<file path="config.mk">
export PLATFORM = sky130hd
export DESIGN_NAME = lpf_voice_filter
export DESIGN_NICKNAME = d
export VERILOG_FILES = /design/src/logic/midi_pkg.sv /design/src/logic/dsp_pkg.sv /design/src/logic/midi_cc_decoder.sv /design/src/logic/lpf_coefs_calc.sv /design/src/logic/lpf_iir_biquad.sv /design/src/logic/lpf_voice_filter.sv
export VERILOG_INCLUDE_DIRS = /design/src /design/src/logic
export SDC_FILE = /design/constraint.sdc
export NUM_CORES = 2
export LEC_CHECK = 0
export BUFFER_PORTS_ARGS = -buffer_cell sky130_fd_sc_hd__buf_2
export CORE_ASPECT_RATIO = 0.6
export CORE_MARGIN = 2
export CORE_UTILIZATION = 30
export DETAILED_ROUTE_END_ITERATION = 8
export PLACE_DENSITY = 0.54
export SKIP_LAST_GASP = 1
export SYNTH_ARGS = -nofsm -noshare
export SYNTH_HDL_FRONTEND = slang
export SYNTH_SLANG_ARGS = --single-unit
</file>
<file path="constraint.sdc">
create_clock -name reset -period 13.5 [get_ports reset]
set_input_delay 2.7 -clock reset [delete_from_list [all_inputs] [get_ports reset]]
set_output_delay 2.7 -clock reset [all_outputs]
set_load 0.03 [all_outputs]
</file>
<file path="src/logic/lpf_defines.svh">
// --------------------------------------------------
// LPF voice filter constants
// Datapath widths, fixed-point shift, MIDI mapping
// and parameter defaults
// --------------------------------------------------
`ifndef LPF_DEFINES_SVH
`define LPF_DEFINES_SVH

// Datapath widths
`define LPF_SAMPLE_W   18
`define LPF_PARAM_W    18
`define LPF_COEF_W     20
`define LPF_ACC_W      48

// Fixed-point shift, 1.0 is 65536
`define LPF_FRAC       16

// Channel and Control Change numbers the filter reacts to
`define LPF_MIDI_CH    4'd0
`define LPF_CC_OMEGA0  7'd21
`define LPF_CC_INV_2Q  7'd22

// Parameters after reset
`define LPF_OMEGA0_RST 18'h01999
`define LPF_INV_2Q_RST 18'h08000

`endif

</file>
<file path="src/logic/midi_pkg.sv">
// --------------------------------------------------
// MIDI event types
// Command kinds and field widths from the parser
// --------------------------------------------------
package midi_pkg;

    // Command kind, decoded from the status nibble
    typedef enum logic [2:0] {
        MIDI_NOTE_OFF    = 3'd0,
        MIDI_NOTE_ON     = 3'd1,
        MIDI_AFTERTOUCH  = 3'd2,
        MIDI_CC          = 3'd3,
        MIDI_PROG_CHANGE = 3'd4,
        MIDI_CH_PRESSURE = 3'd5,
        MIDI_PITCH_BEND  = 3'd6,
        MIDI_SYSTEM      = 3'd7
    } midi_cmd_t;

    // Channel number, or subcode for system messages
    typedef logic [3:0] midi_ch_t;

    // Data byte without the status bit
    typedef logic [6:0] midi_data_t;

endpackage

</file>
<file path="src/logic/dsp_pkg.sv">
// --------------------------------------------------
// Filter datapath types
// Samples, parameters, coefficients, accumulator
// and the controller states
// --------------------------------------------------
`include "lpf_defines.svh"

package dsp_pkg;

    // Audio sample, Q1.16
    typedef logic signed [`LPF_SAMPLE_W-1:0] sample_t;

    // Filter parameter, Q2.16, never negative
    typedef logic [`LPF_PARAM_W-1:0] param_t;

    // Biquad coefficient, Q3.16
    typedef logic signed [`LPF_COEF_W-1:0] coef_t;

    // MAC accumulator
    typedef logic signed [`LPF_ACC_W-1:0] acc_t;

    // Controller FSM
    typedef enum logic [1:0] {
        ST_IDLE        = 2'd0,
        ST_CALC_SAMPLE = 2'd1,
        ST_CALC_COEFS  = 2'd2,
        ST_DONE        = 2'd3
    } lpf_state_t;

endpackage

</file>
<file path="src/logic/midi_cc_decoder.sv">
// --------------------------------------------------
// MIDI Control Change decoder
// Maps two CC numbers on one channel onto the
// cutoff and damping parameters
// --------------------------------------------------
`timescale 1ns/1ps
`include "lpf_defines.svh"

module midi_cc_decoder (
    input  logic                 reset,
    input  logic                 clk,
    input  logic                 midi_rdy,
    input  midi_pkg::midi_cmd_t  midi_cmd,
    input  midi_pkg::midi_ch_t   midi_ch,
    input  midi_pkg::midi_data_t midi_data0,
    input  midi_pkg::midi_data_t midi_data1,
    input  logic                 clear_changed,
    output dsp_pkg::param_t      omega0,
    output dsp_pkg::param_t      inv_2q,
    output logic                 params_changed
);

    logic cc_event;
    logic hit_omega0;
    logic hit_inv_2q;

    // Control Change on our channel only
    assign cc_event = midi_rdy &&
                      (midi_cmd == midi_pkg::MIDI_CC) &&
                      (midi_ch == `LPF_MIDI_CH);

    // data0 holds the controller number
    assign hit_omega0 = cc_event && (midi_data0 == `LPF_CC_OMEGA0);
    assign hit_inv_2q = cc_event && (midi_data0 == `LPF_CC_INV_2Q);

    // Port reset is the clock, clk the async reset
    always_ff @(posedge reset or posedge clk) begin
        if (clk) begin
            omega0         <= `LPF_OMEGA0_RST;
            inv_2q         <= `LPF_INV_2Q_RST;
            // Forces a coefficient pass after the first sample
            params_changed <= 1'b1;
        end else begin
            // Cutoff: up to about 0.5 in Q2.16
            if (hit_omega0) begin
                omega0 <= {3'b000, midi_data1, 8'hff};
            end
            // Damping: up to about 1.0
            if (hit_inv_2q) begin
                inv_2q <= {2'b00, midi_data1, 9'h1ff};
            end
            // New CC beats a clear in the same cycle
            if (hit_omega0 || hit_inv_2q) begin
                params_changed <= 1'b1;
            end else if (clear_changed) begin
                params_changed <= 1'b0;
            end
        end
    end

endmodule

</file>
<file path="src/logic/lpf_coefs_calc.sv">
// --------------------------------------------------
// Biquad coefficient calculator
// Builds b0..a2 from omega0 and inv_2q with one
// shared multiplier, no division
// --------------------------------------------------
`timescale 1ns/1ps
`include "lpf_defines.svh"

module lpf_coefs_calc (
    input  logic            reset,
    input  logic            clk,
    input  logic            do_calc,
    input  dsp_pkg::param_t omega0,
    input  dsp_pkg::param_t inv_2q,
    output dsp_pkg::coef_t  b0,
    output dsp_pkg::coef_t  b1,
    output dsp_pkg::coef_t  b2,
    output dsp_pkg::coef_t  a1,
    output dsp_pkg::coef_t  a2,
    output logic            calc_done
);

    // Constants in Q3.16
    localparam dsp_pkg::coef_t COEF_ONE  = dsp_pkg::coef_t'(1 << `LPF_FRAC);
    localparam dsp_pkg::coef_t COEF_TWO  = dsp_pkg::coef_t'(2 << `LPF_FRAC);
    localparam dsp_pkg::coef_t COEF_HALF = dsp_pkg::coef_t'(1 << (`LPF_FRAC - 1));
    localparam int             ZEXT_W    = `LPF_COEF_W - `LPF_PARAM_W;
    localparam logic [2:0]     STEP_LAST = 3'd4;

    logic [2:0]                      step;
    dsp_pkg::param_t                 omega0_q;
    dsp_pkg::param_t                 inv_2q_q;
    dsp_pkg::coef_t                  omega0_op;
    dsp_pkg::coef_t                  inv_2q_op;
    dsp_pkg::coef_t                  mul_a;
    dsp_pkg::coef_t                  mul_b;
    logic signed [2*`LPF_COEF_W-1:0] prod;
    logic signed [2*`LPF_COEF_W-1:0] prod_shr;
    dsp_pkg::coef_t                  w2;
    dsp_pkg::coef_t                  wd;

    // Parameters are positive, zero-extend into signed operands
    assign omega0_op = {{ZEXT_W{1'b0}}, omega0_q};
    assign inv_2q_op = {{ZEXT_W{1'b0}}, inv_2q_q};

    // ------------------------------------------------
    // Shared multiplier, operands picked by step
    // ------------------------------------------------
    always_comb begin
        mul_a = '0;
        mul_b = '0;
        case (step)
            3'd1: begin
                mul_a = omega0_op;
                mul_b = omega0_op;
            end
            3'd2: begin
                mul_a = omega0_op;
                mul_b = inv_2q_op;
            end
            // w2 / 2 for b1
            3'd3: begin
                mul_a = w2;
                mul_b = COEF_HALF;
            end
            default: begin
                mul_a = '0;
                mul_b = '0;
            end
        endcase
    end

    assign prod     = mul_a * mul_b;
    // Truncating shift back to Q.16
    assign prod_shr = prod >>> `LPF_FRAC;

    // Sequencer, 1..4 while busy
    always_ff @(posedge reset or posedge clk) begin
        if (clk) begin
            step      <= '0;
            calc_done <= 1'b0;
        end else begin
            calc_done <= (step == STEP_LAST);
            if (do_calc) begin
                step <= 3'd1;
            end else if (step == STEP_LAST) begin
                step <= '0;
            end else if (step != 3'd0) begin
                step <= step + 3'd1;
            end
        end
    end

    // Operands and results
    always_ff @(posedge reset) begin
        // Snapshot so later CCs cannot disturb this pass
        if (do_calc) begin
            omega0_q <= omega0;
            inv_2q_q <= inv_2q;
        end
        if (step == 3'd1) begin
            w2 <= prod_shr[`LPF_COEF_W-1:0];
        end
        // Damping term counted twice
        if (step == 3'd2) begin
            wd <= {prod_shr[`LPF_COEF_W-2:0], 1'b0};
        end
        if (step == 3'd3) begin
            b0 <= w2 >>> 2;
            b1 <= prod_shr[`LPF_COEF_W-1:0];
            b2 <= w2 >>> 2;
        end
        // Feedback terms, a2 is subtracted by the biquad
        if (step == STEP_LAST) begin
            a1 <= COEF_TWO - w2 - wd;
            a2 <= COEF_ONE - wd;
        end
    end

endmodule

</file>
<file path="src/logic/lpf_iir_biquad.sv">
// --------------------------------------------------
// Direct Form I biquad
// Five sequential MACs on one multiplier, then
// shift, saturate and flag overflow
// --------------------------------------------------
`timescale 1ns/1ps
`include "lpf_defines.svh"

module lpf_iir_biquad (
    input  logic             reset,
    input  logic             clk,
    input  logic             start,
    input  dsp_pkg::sample_t sample_in,
    input  dsp_pkg::coef_t   b0,
    input  dsp_pkg::coef_t   b1,
    input  dsp_pkg::coef_t   b2,
    input  dsp_pkg::coef_t   a1,
    input  dsp_pkg::coef_t   a2,
    output logic             done,
    output dsp_pkg::sample_t sample_out,
    output logic             overflow
);

    localparam int               PROD_W      = `LPF_COEF_W + `LPF_SAMPLE_W;
    localparam int               UPPER_W     = `LPF_ACC_W - `LPF_SAMPLE_W + 1;
    localparam dsp_pkg::sample_t SAMPLE_MAX  = {1'b0, {(`LPF_SAMPLE_W-1){1'b1}}};
    localparam dsp_pkg::sample_t SAMPLE_MIN  = {1'b1, {(`LPF_SAMPLE_W-1){1'b0}}};
    localparam logic [2:0]       STEP_RESULT = 3'd5;

    logic [2:0]               step;
    logic                     take;
    logic                     mac_en;
    dsp_pkg::sample_t         x0;
    dsp_pkg::sample_t         x1;
    dsp_pkg::sample_t         x2;
    dsp_pkg::sample_t         y1;
    dsp_pkg::sample_t         y2;
    dsp_pkg::coef_t           mac_coef;
    dsp_pkg::sample_t         mac_data;
    logic signed [PROD_W-1:0] prod;
    dsp_pkg::acc_t            acc;
    dsp_pkg::acc_t            acc_next;
    dsp_pkg::acc_t            acc_shr;
    logic [UPPER_W-1:0]       upper;
    logic                     range_err;
    dsp_pkg::sample_t         sat_val;

    // Step 0 is idle and also the first MAC on start
    assign take   = start && (step == 3'd0);
    assign mac_en = take || ((step != 3'd0) && (step < STEP_RESULT));

    // ------------------------------------------------
    // MAC operand select
    // ------------------------------------------------
    always_comb begin
        case (step)
            // Current sample straight from the port
            3'd0: begin
                mac_coef = b0;
                mac_data = sample_in;
            end
            3'd1: begin
                mac_coef = b1;
                mac_data = x1;
            end
            3'd2: begin
                mac_coef = b2;
                mac_data = x2;
            end
            3'd3: begin
                mac_coef = a1;
                mac_data = y1;
            end
            3'd4: begin
                mac_coef = a2;
                mac_data = y2;
            end
            default: begin
                mac_coef = '0;
                mac_data = '0;
            end
        endcase
    end

    assign prod = mac_coef * mac_data;

    // a2 term subtracts
    always_comb begin
        case (step)
            3'd0:    acc_next = dsp_pkg::acc_t'(prod);
            3'd4:    acc_next = acc - dsp_pkg::acc_t'(prod);
            default: acc_next = acc + dsp_pkg::acc_t'(prod);
        endcase
    end

    // ------------------------------------------------
    // Scale back and clip to 18 bits
    // ------------------------------------------------
    assign acc_shr   = acc >>> `LPF_FRAC;
    assign upper     = acc_shr[`LPF_ACC_W-1:`LPF_SAMPLE_W-1];
    // In range only if sign bit and all above agree
    assign range_err = !((&upper) || !(|upper));
    assign sat_val   = range_err ? (acc_shr[`LPF_ACC_W-1] ? SAMPLE_MIN : SAMPLE_MAX)
                                 : acc_shr[`LPF_SAMPLE_W-1:0];

    // Sequencer and filter history
    always_ff @(posedge reset or posedge clk) begin
        if (clk) begin
            step     <= '0;
            done     <= 1'b0;
            overflow <= 1'b0;
            x1       <= '0;
            x2       <= '0;
            y1       <= '0;
            y2       <= '0;
        end else begin
            done     <= 1'b0;
            overflow <= 1'b0;
            if (take) begin
                step <= 3'd1;
            end else if (step == STEP_RESULT) begin
                step     <= '0;
                done     <= 1'b1;
                overflow <= range_err;
                x1       <= x0;
                x2       <= x1;
                // Clipped value is what feeds back
                y1       <= sat_val;
                y2       <= y1;
            end else if (step != 3'd0) begin
                step <= step + 3'd1;
            end
        end
    end

    // Datapath registers
    always_ff @(posedge reset) begin
        if (take) begin
            x0 <= sample_in;
        end
        if (mac_en) begin
            acc <= acc_next;
        end
        // Held until the next result
        if (step == STEP_RESULT) begin
            sample_out <= sat_val;
        end
    end

endmodule

</file>
<file path="src/logic/lpf_voice_filter.sv">
// --------------------------------------------------
// MIDI-controlled resonant low-pass for one voice
// Controller FSM, coefficient bank and the chain
// decoder -> coefficient calc -> biquad
// --------------------------------------------------
`timescale 1ns/1ps

module lpf_voice_filter (
    input  logic                 reset,
    input  logic                 clk,
    input  logic                 midi_rdy,
    input  midi_pkg::midi_cmd_t  midi_cmd,
    input  midi_pkg::midi_ch_t   midi_ch,
    input  midi_pkg::midi_data_t midi_data0,
    input  midi_pkg::midi_data_t midi_data1,
    input  logic                 sample_in_rdy,
    input  dsp_pkg::sample_t     sample_in,
    output logic                 sample_out_rdy,
    output dsp_pkg::sample_t     sample_out,
    output logic                 err_overflow
);

    dsp_pkg::lpf_state_t state;
    dsp_pkg::lpf_state_t next_state;
    dsp_pkg::param_t     omega0;
    dsp_pkg::param_t     inv_2q;
    logic                params_changed;
    logic                do_calc;
    logic                calc_done;
    logic                iir_start;
    dsp_pkg::coef_t      calc_b0;
    dsp_pkg::coef_t      calc_b1;
    dsp_pkg::coef_t      calc_b2;
    dsp_pkg::coef_t      calc_a1;
    dsp_pkg::coef_t      calc_a2;
    dsp_pkg::coef_t      bank_b0;
    dsp_pkg::coef_t      bank_b1;
    dsp_pkg::coef_t      bank_b2;
    dsp_pkg::coef_t      bank_a1;
    dsp_pkg::coef_t      bank_a2;

    // ------------------------------------------------
    // Controller FSM
    // ------------------------------------------------
    always_comb begin
        next_state = state;
        case (state)
            dsp_pkg::ST_IDLE: begin
                if (sample_in_rdy) next_state = dsp_pkg::ST_CALC_SAMPLE;
            end
            // Coefficients only move between samples
            dsp_pkg::ST_CALC_SAMPLE: begin
                if (sample_out_rdy) begin
                    next_state = params_changed ? dsp_pkg::ST_CALC_COEFS
                                                : dsp_pkg::ST_DONE;
                end
            end
            dsp_pkg::ST_CALC_COEFS: begin
                if (calc_done) next_state = dsp_pkg::ST_DONE;
            end
            default: next_state = dsp_pkg::ST_IDLE;
        endcase
    end

    // Strobes outside idle are dropped
    assign iir_start = sample_in_rdy && (state == dsp_pkg::ST_IDLE);

    always_ff @(posedge reset or posedge clk) begin
        if (clk) begin
            state   <= dsp_pkg::ST_IDLE;
            do_calc <= 1'b0;
        end else begin
            state   <= next_state;
            // High on the first cycle in ST_CALC_COEFS, also clears the flag
            do_calc <= (state == dsp_pkg::ST_CALC_SAMPLE) && sample_out_rdy &&
                       params_changed;
        end
    end

    // Coefficient bank, zero until the first calculation
    always_ff @(posedge reset or posedge clk) begin
        if (clk) begin
            bank_b0 <= '0;
            bank_b1 <= '0;
            bank_b2 <= '0;
            bank_a1 <= '0;
            bank_a2 <= '0;
        end else if (calc_done) begin
            bank_b0 <= calc_b0;
            bank_b1 <= calc_b1;
            bank_b2 <= calc_b2;
            bank_a1 <= calc_a1;
            bank_a2 <= calc_a2;
        end
    end

    // ------------------------------------------------
    // Stage chain
    // ------------------------------------------------
    midi_cc_decoder u_decoder (
        .reset          (reset),
        .clk            (clk),
        .midi_rdy       (midi_rdy),
        .midi_cmd       (midi_cmd),
        .midi_ch        (midi_ch),
        .midi_data0     (midi_data0),
        .midi_data1     (midi_data1),
        .clear_changed  (do_calc),
        .omega0         (omega0),
        .inv_2q         (inv_2q),
        .params_changed (params_changed)
    );

    lpf_coefs_calc u_coefs (
        .reset     (reset),
        .clk       (clk),
        .do_calc   (do_calc),
        .omega0    (omega0),
        .inv_2q    (inv_2q),
        .b0        (calc_b0),
        .b1        (calc_b1),
        .b2        (calc_b2),
        .a1        (calc_a1),
        .a2        (calc_a2),
        .calc_done (calc_done)
    );

    // Biquad result goes straight out
    lpf_iir_biquad u_biquad (
        .reset      (reset),
        .clk        (clk),
        .start      (iir_start),
        .sample_in  (sample_in),
        .b0         (bank_b0),
        .b1         (bank_b1),
        .b2         (bank_b2),
        .a1         (bank_a1),
        .a2         (bank_a2),
        .done       (sample_out_rdy),
        .sample_out (sample_out),
        .overflow   (err_overflow)
    );

endmodule

</file>
==> results.cfg <==
[worst_setup_path]
slowest_delay_ns = 0.77
r2r-end = u_biquad.acc[47]
slowest_stage = a22oi_1
crit_type = in -> reg
reg2reg_slack_ns = 1.33
cp_max_fo = 16
cp-start-kind = input pin
crit_top_cell = ha_1
worstPathRequired_ns = 13.87
cp_data_arrival_time_ns = 13.11
r2r-start = u_biquad.step[2]
reg2reg_depth = 39
end_kind = flop

[grt]
antenna_found_initial = 9
grt_pass1_vias = 32000
grt_usage_pct = 17.0
grt_start_max_net_pins = 119
grt_pass1_wl_um = 196000
overflow = 0

[floorplanning]
initial_core_util_pct = 30.2
rows = 108
core_mm2 = 0.144
die_area_mm2 = 0.149
ios = 63
chipWidth_um = 496
die_h_um = 299

[sta]
max_freq_ghz = 0.0785
final-hold-violation-count = 0
skew_ns = 0.0342
finalWorstPathRequiredPeriod_ns = 12.74
setup_viol = 0
relSlewSlack_pct = 13.6
setup_tns_ns = 0
slew_violations = 0
rsz0062_at_grt = false
period_share_pct = 94.3
worst_pin_slew_ns = 1.29

[route]
wire_per_inst_um = 18.9
drtIter0Drc = 2725
first_pass_iters = 6
drc = 0
viasPerCell = 4.79
routed_wl_um = 122000
num_vias = 30900
ant_nets = 0

[hold_path]
whs_endpoint = u_biquad.x1[17]
hold_path_class = reg -> reg
holdPathStages = 2
hp-start = u_biquad.x0[17]

[cts]
insertion_delay_ns = 0.63
path_clk_slew_ns = 0.07
clock-sinks = 394
cts_hold_buf = 0
numCtsBuffers = 47
h-tree-depth = 2
cts_root_buffer = clkbuf_16
cts_buffer_depth = 3
tritoncts = yes

[finish]
diodes = 0
drive_gt1_share_pct = 9.61
fin_nets = 5481
syn_to_final_growth_pct = 10.8

[logic_synthesis]
syn-instance-count = 4417
syn_area_mm2 = 0.0436
ys_seq_area_share_pct = 25.1
async_flop_share_pct = 45.2
ys_warn_count = 0
avgSynthCellArea_um2 = 9.88
synth-edff-count = 216
ys_ff_latch = 394
synth_cell_types = 85
syn-num-nets = 5412
ys_dominant_reg_cell = edfxtp_1

[place]
hpwl_um = 101000
gp_congestion = 0.909
port_buffers = 62

[job]
drv_cap = 0

[outcome]
status = finished clean
placed cells by master (no fill, tap or decap), types with 62 or more instances in the layout:
cell and n:
ha_1 282, nand2_1 502, edfxtp_1 216, buf_4 118, nor2_1 392, mux2_2 110
buf_2 62, o21ai_0 101, dfrtp_1 172, a21o_1 62, inv_1 879, fa_1 669
xnor2_1 124, a21oi_1 133
sequential cells by signal (all words and copies together), names as in the netlist, 18 cells and up:
signal / count
bank_a1: 20
bank_a2: 19
bank_b1: 20
bank_b2: 18
u_biquad.acc: 48
u_biquad.sample_out: 18
u_biquad.x0: 18
u_biquad.x1: 18
u_biquad.x2: 18
u_biquad.y1: 18
u_biquad.y2: 18
u_coefs.a1: 20
u_coefs.a2: 19
u_coefs.b0: 18
u_coefs.b1: 20
u_coefs.w2: 20
u_coefs.wd: 19
stage by stage:
| step | utilization, % | cell area [um2] | worst slack [ns] | cells | hold slack (ns) |
|---|---|---|---|---|---|
| floorplan | - | 43600 | 1.35 | 4417 | 0.415 |
| global placement | 32.4 | 46800 | 0.346 | 6362 | 0.418 |
| detailed placement | 32.4 | 46800 | 0.349 | 6362 | 0.426 |
| CTS | 33.5 | 48400 | 0.964 | 6450 | 0.437 |
| global route | 33.5 | 48400 | 0.196 | 6450 | 0.454 |
| finish | 33.5 | 48400 | 0.764 | 6450 | 0.435 |
cell type report:
class / instances / area (um2)
tap: 1925 / 2410
fill: 14700 / 96100
timing repair buffer: 183 / 1260
sequential: 394 / 11000
clock inverter: 20 / 195
clock buffer: 68 / 1400
inverter: 882 / 3320
multi-input combinational: 2978 / 28800
cells in the mapped netlist, types with 43 or more instances:
library cell	number	area, um2
nor2_1	394	1480
nand2_1	502	1880
ha_1	283	3540
a21o_1	62	465
xor2_1	50	438
mux2_2	110	1240
nand2b_1	43	269
inv_1	881	3310
a21oi_1	133	666
xnor2_1	124	1090
fa_1	669	13400
edfxtp_1	216	6490
clkbuf_1	148	556
o21ai_0	105	526
dfrtp_1	173	4330
logic make-up after synthesis:
| logic type | synth area share (%) |
|---|---|
| multiplexers | 3.42 |
| AO/OA/AOI/OAI | 8.63 |
| flip-flops | 25.1 |
| XOR/XNOR | 3.53 |
| adder cells (fa/ha/maj) | 38.8 |
| buffers and inverters | 9.02 |
| AND/OR/NAND/NOR | 11.5 |
timing repair:
| action | 4_1_cts | 5_1_grt |
|---|---|---|
| gates resized for setup | 0 | 1 |
| setup buffers | 0 | 0 |
| setup endpoints to repair | 0 | 1 |
worst max-delay path by stage:
stage | from | end | slack, ns | cells past startpoint
2_1_floorplan | sample_in[6] | u_biquad.acc[47] | 1.35 | 38
3_3_place_gp | sample_in[0] | u_biquad.acc[47] | 0.35 | 38
3_5_place_dp | sample_in[3] | u_biquad.acc[45] | 0.35 | 41
4_1_cts | sample_in[3] | u_biquad.acc[45] | 0.96 | 41
5_1_grt | sample_in[3] | u_biquad.acc[47] | 0.20 | 37
6_report | sample_in[0] | u_biquad.acc[47] | 0.76 | 37
metal layers:
layer  vias to the layer above  global-route usage, %  wire length [um]
met3                        93                   3.92             11000
met5                         -                      0                 0
met1                     15600                   28.5             64700
met4                         0                   1.90              1200
met2                      1031                   22.2             45200
li1                      14200                      -                 -
critical path, delay by kind of cell:
family,cells,cell delay [ns]
xor+xnor,1,0.16
buf+inv,6,0.62
simple gates,8,1.83
fa+ha+maj,9,3.47
compound gates,12,4.05
mux,1,0.25
Power is not shown: default switching activity piles up to over one toggle a cycle in this logic, so the estimate is an artifact.
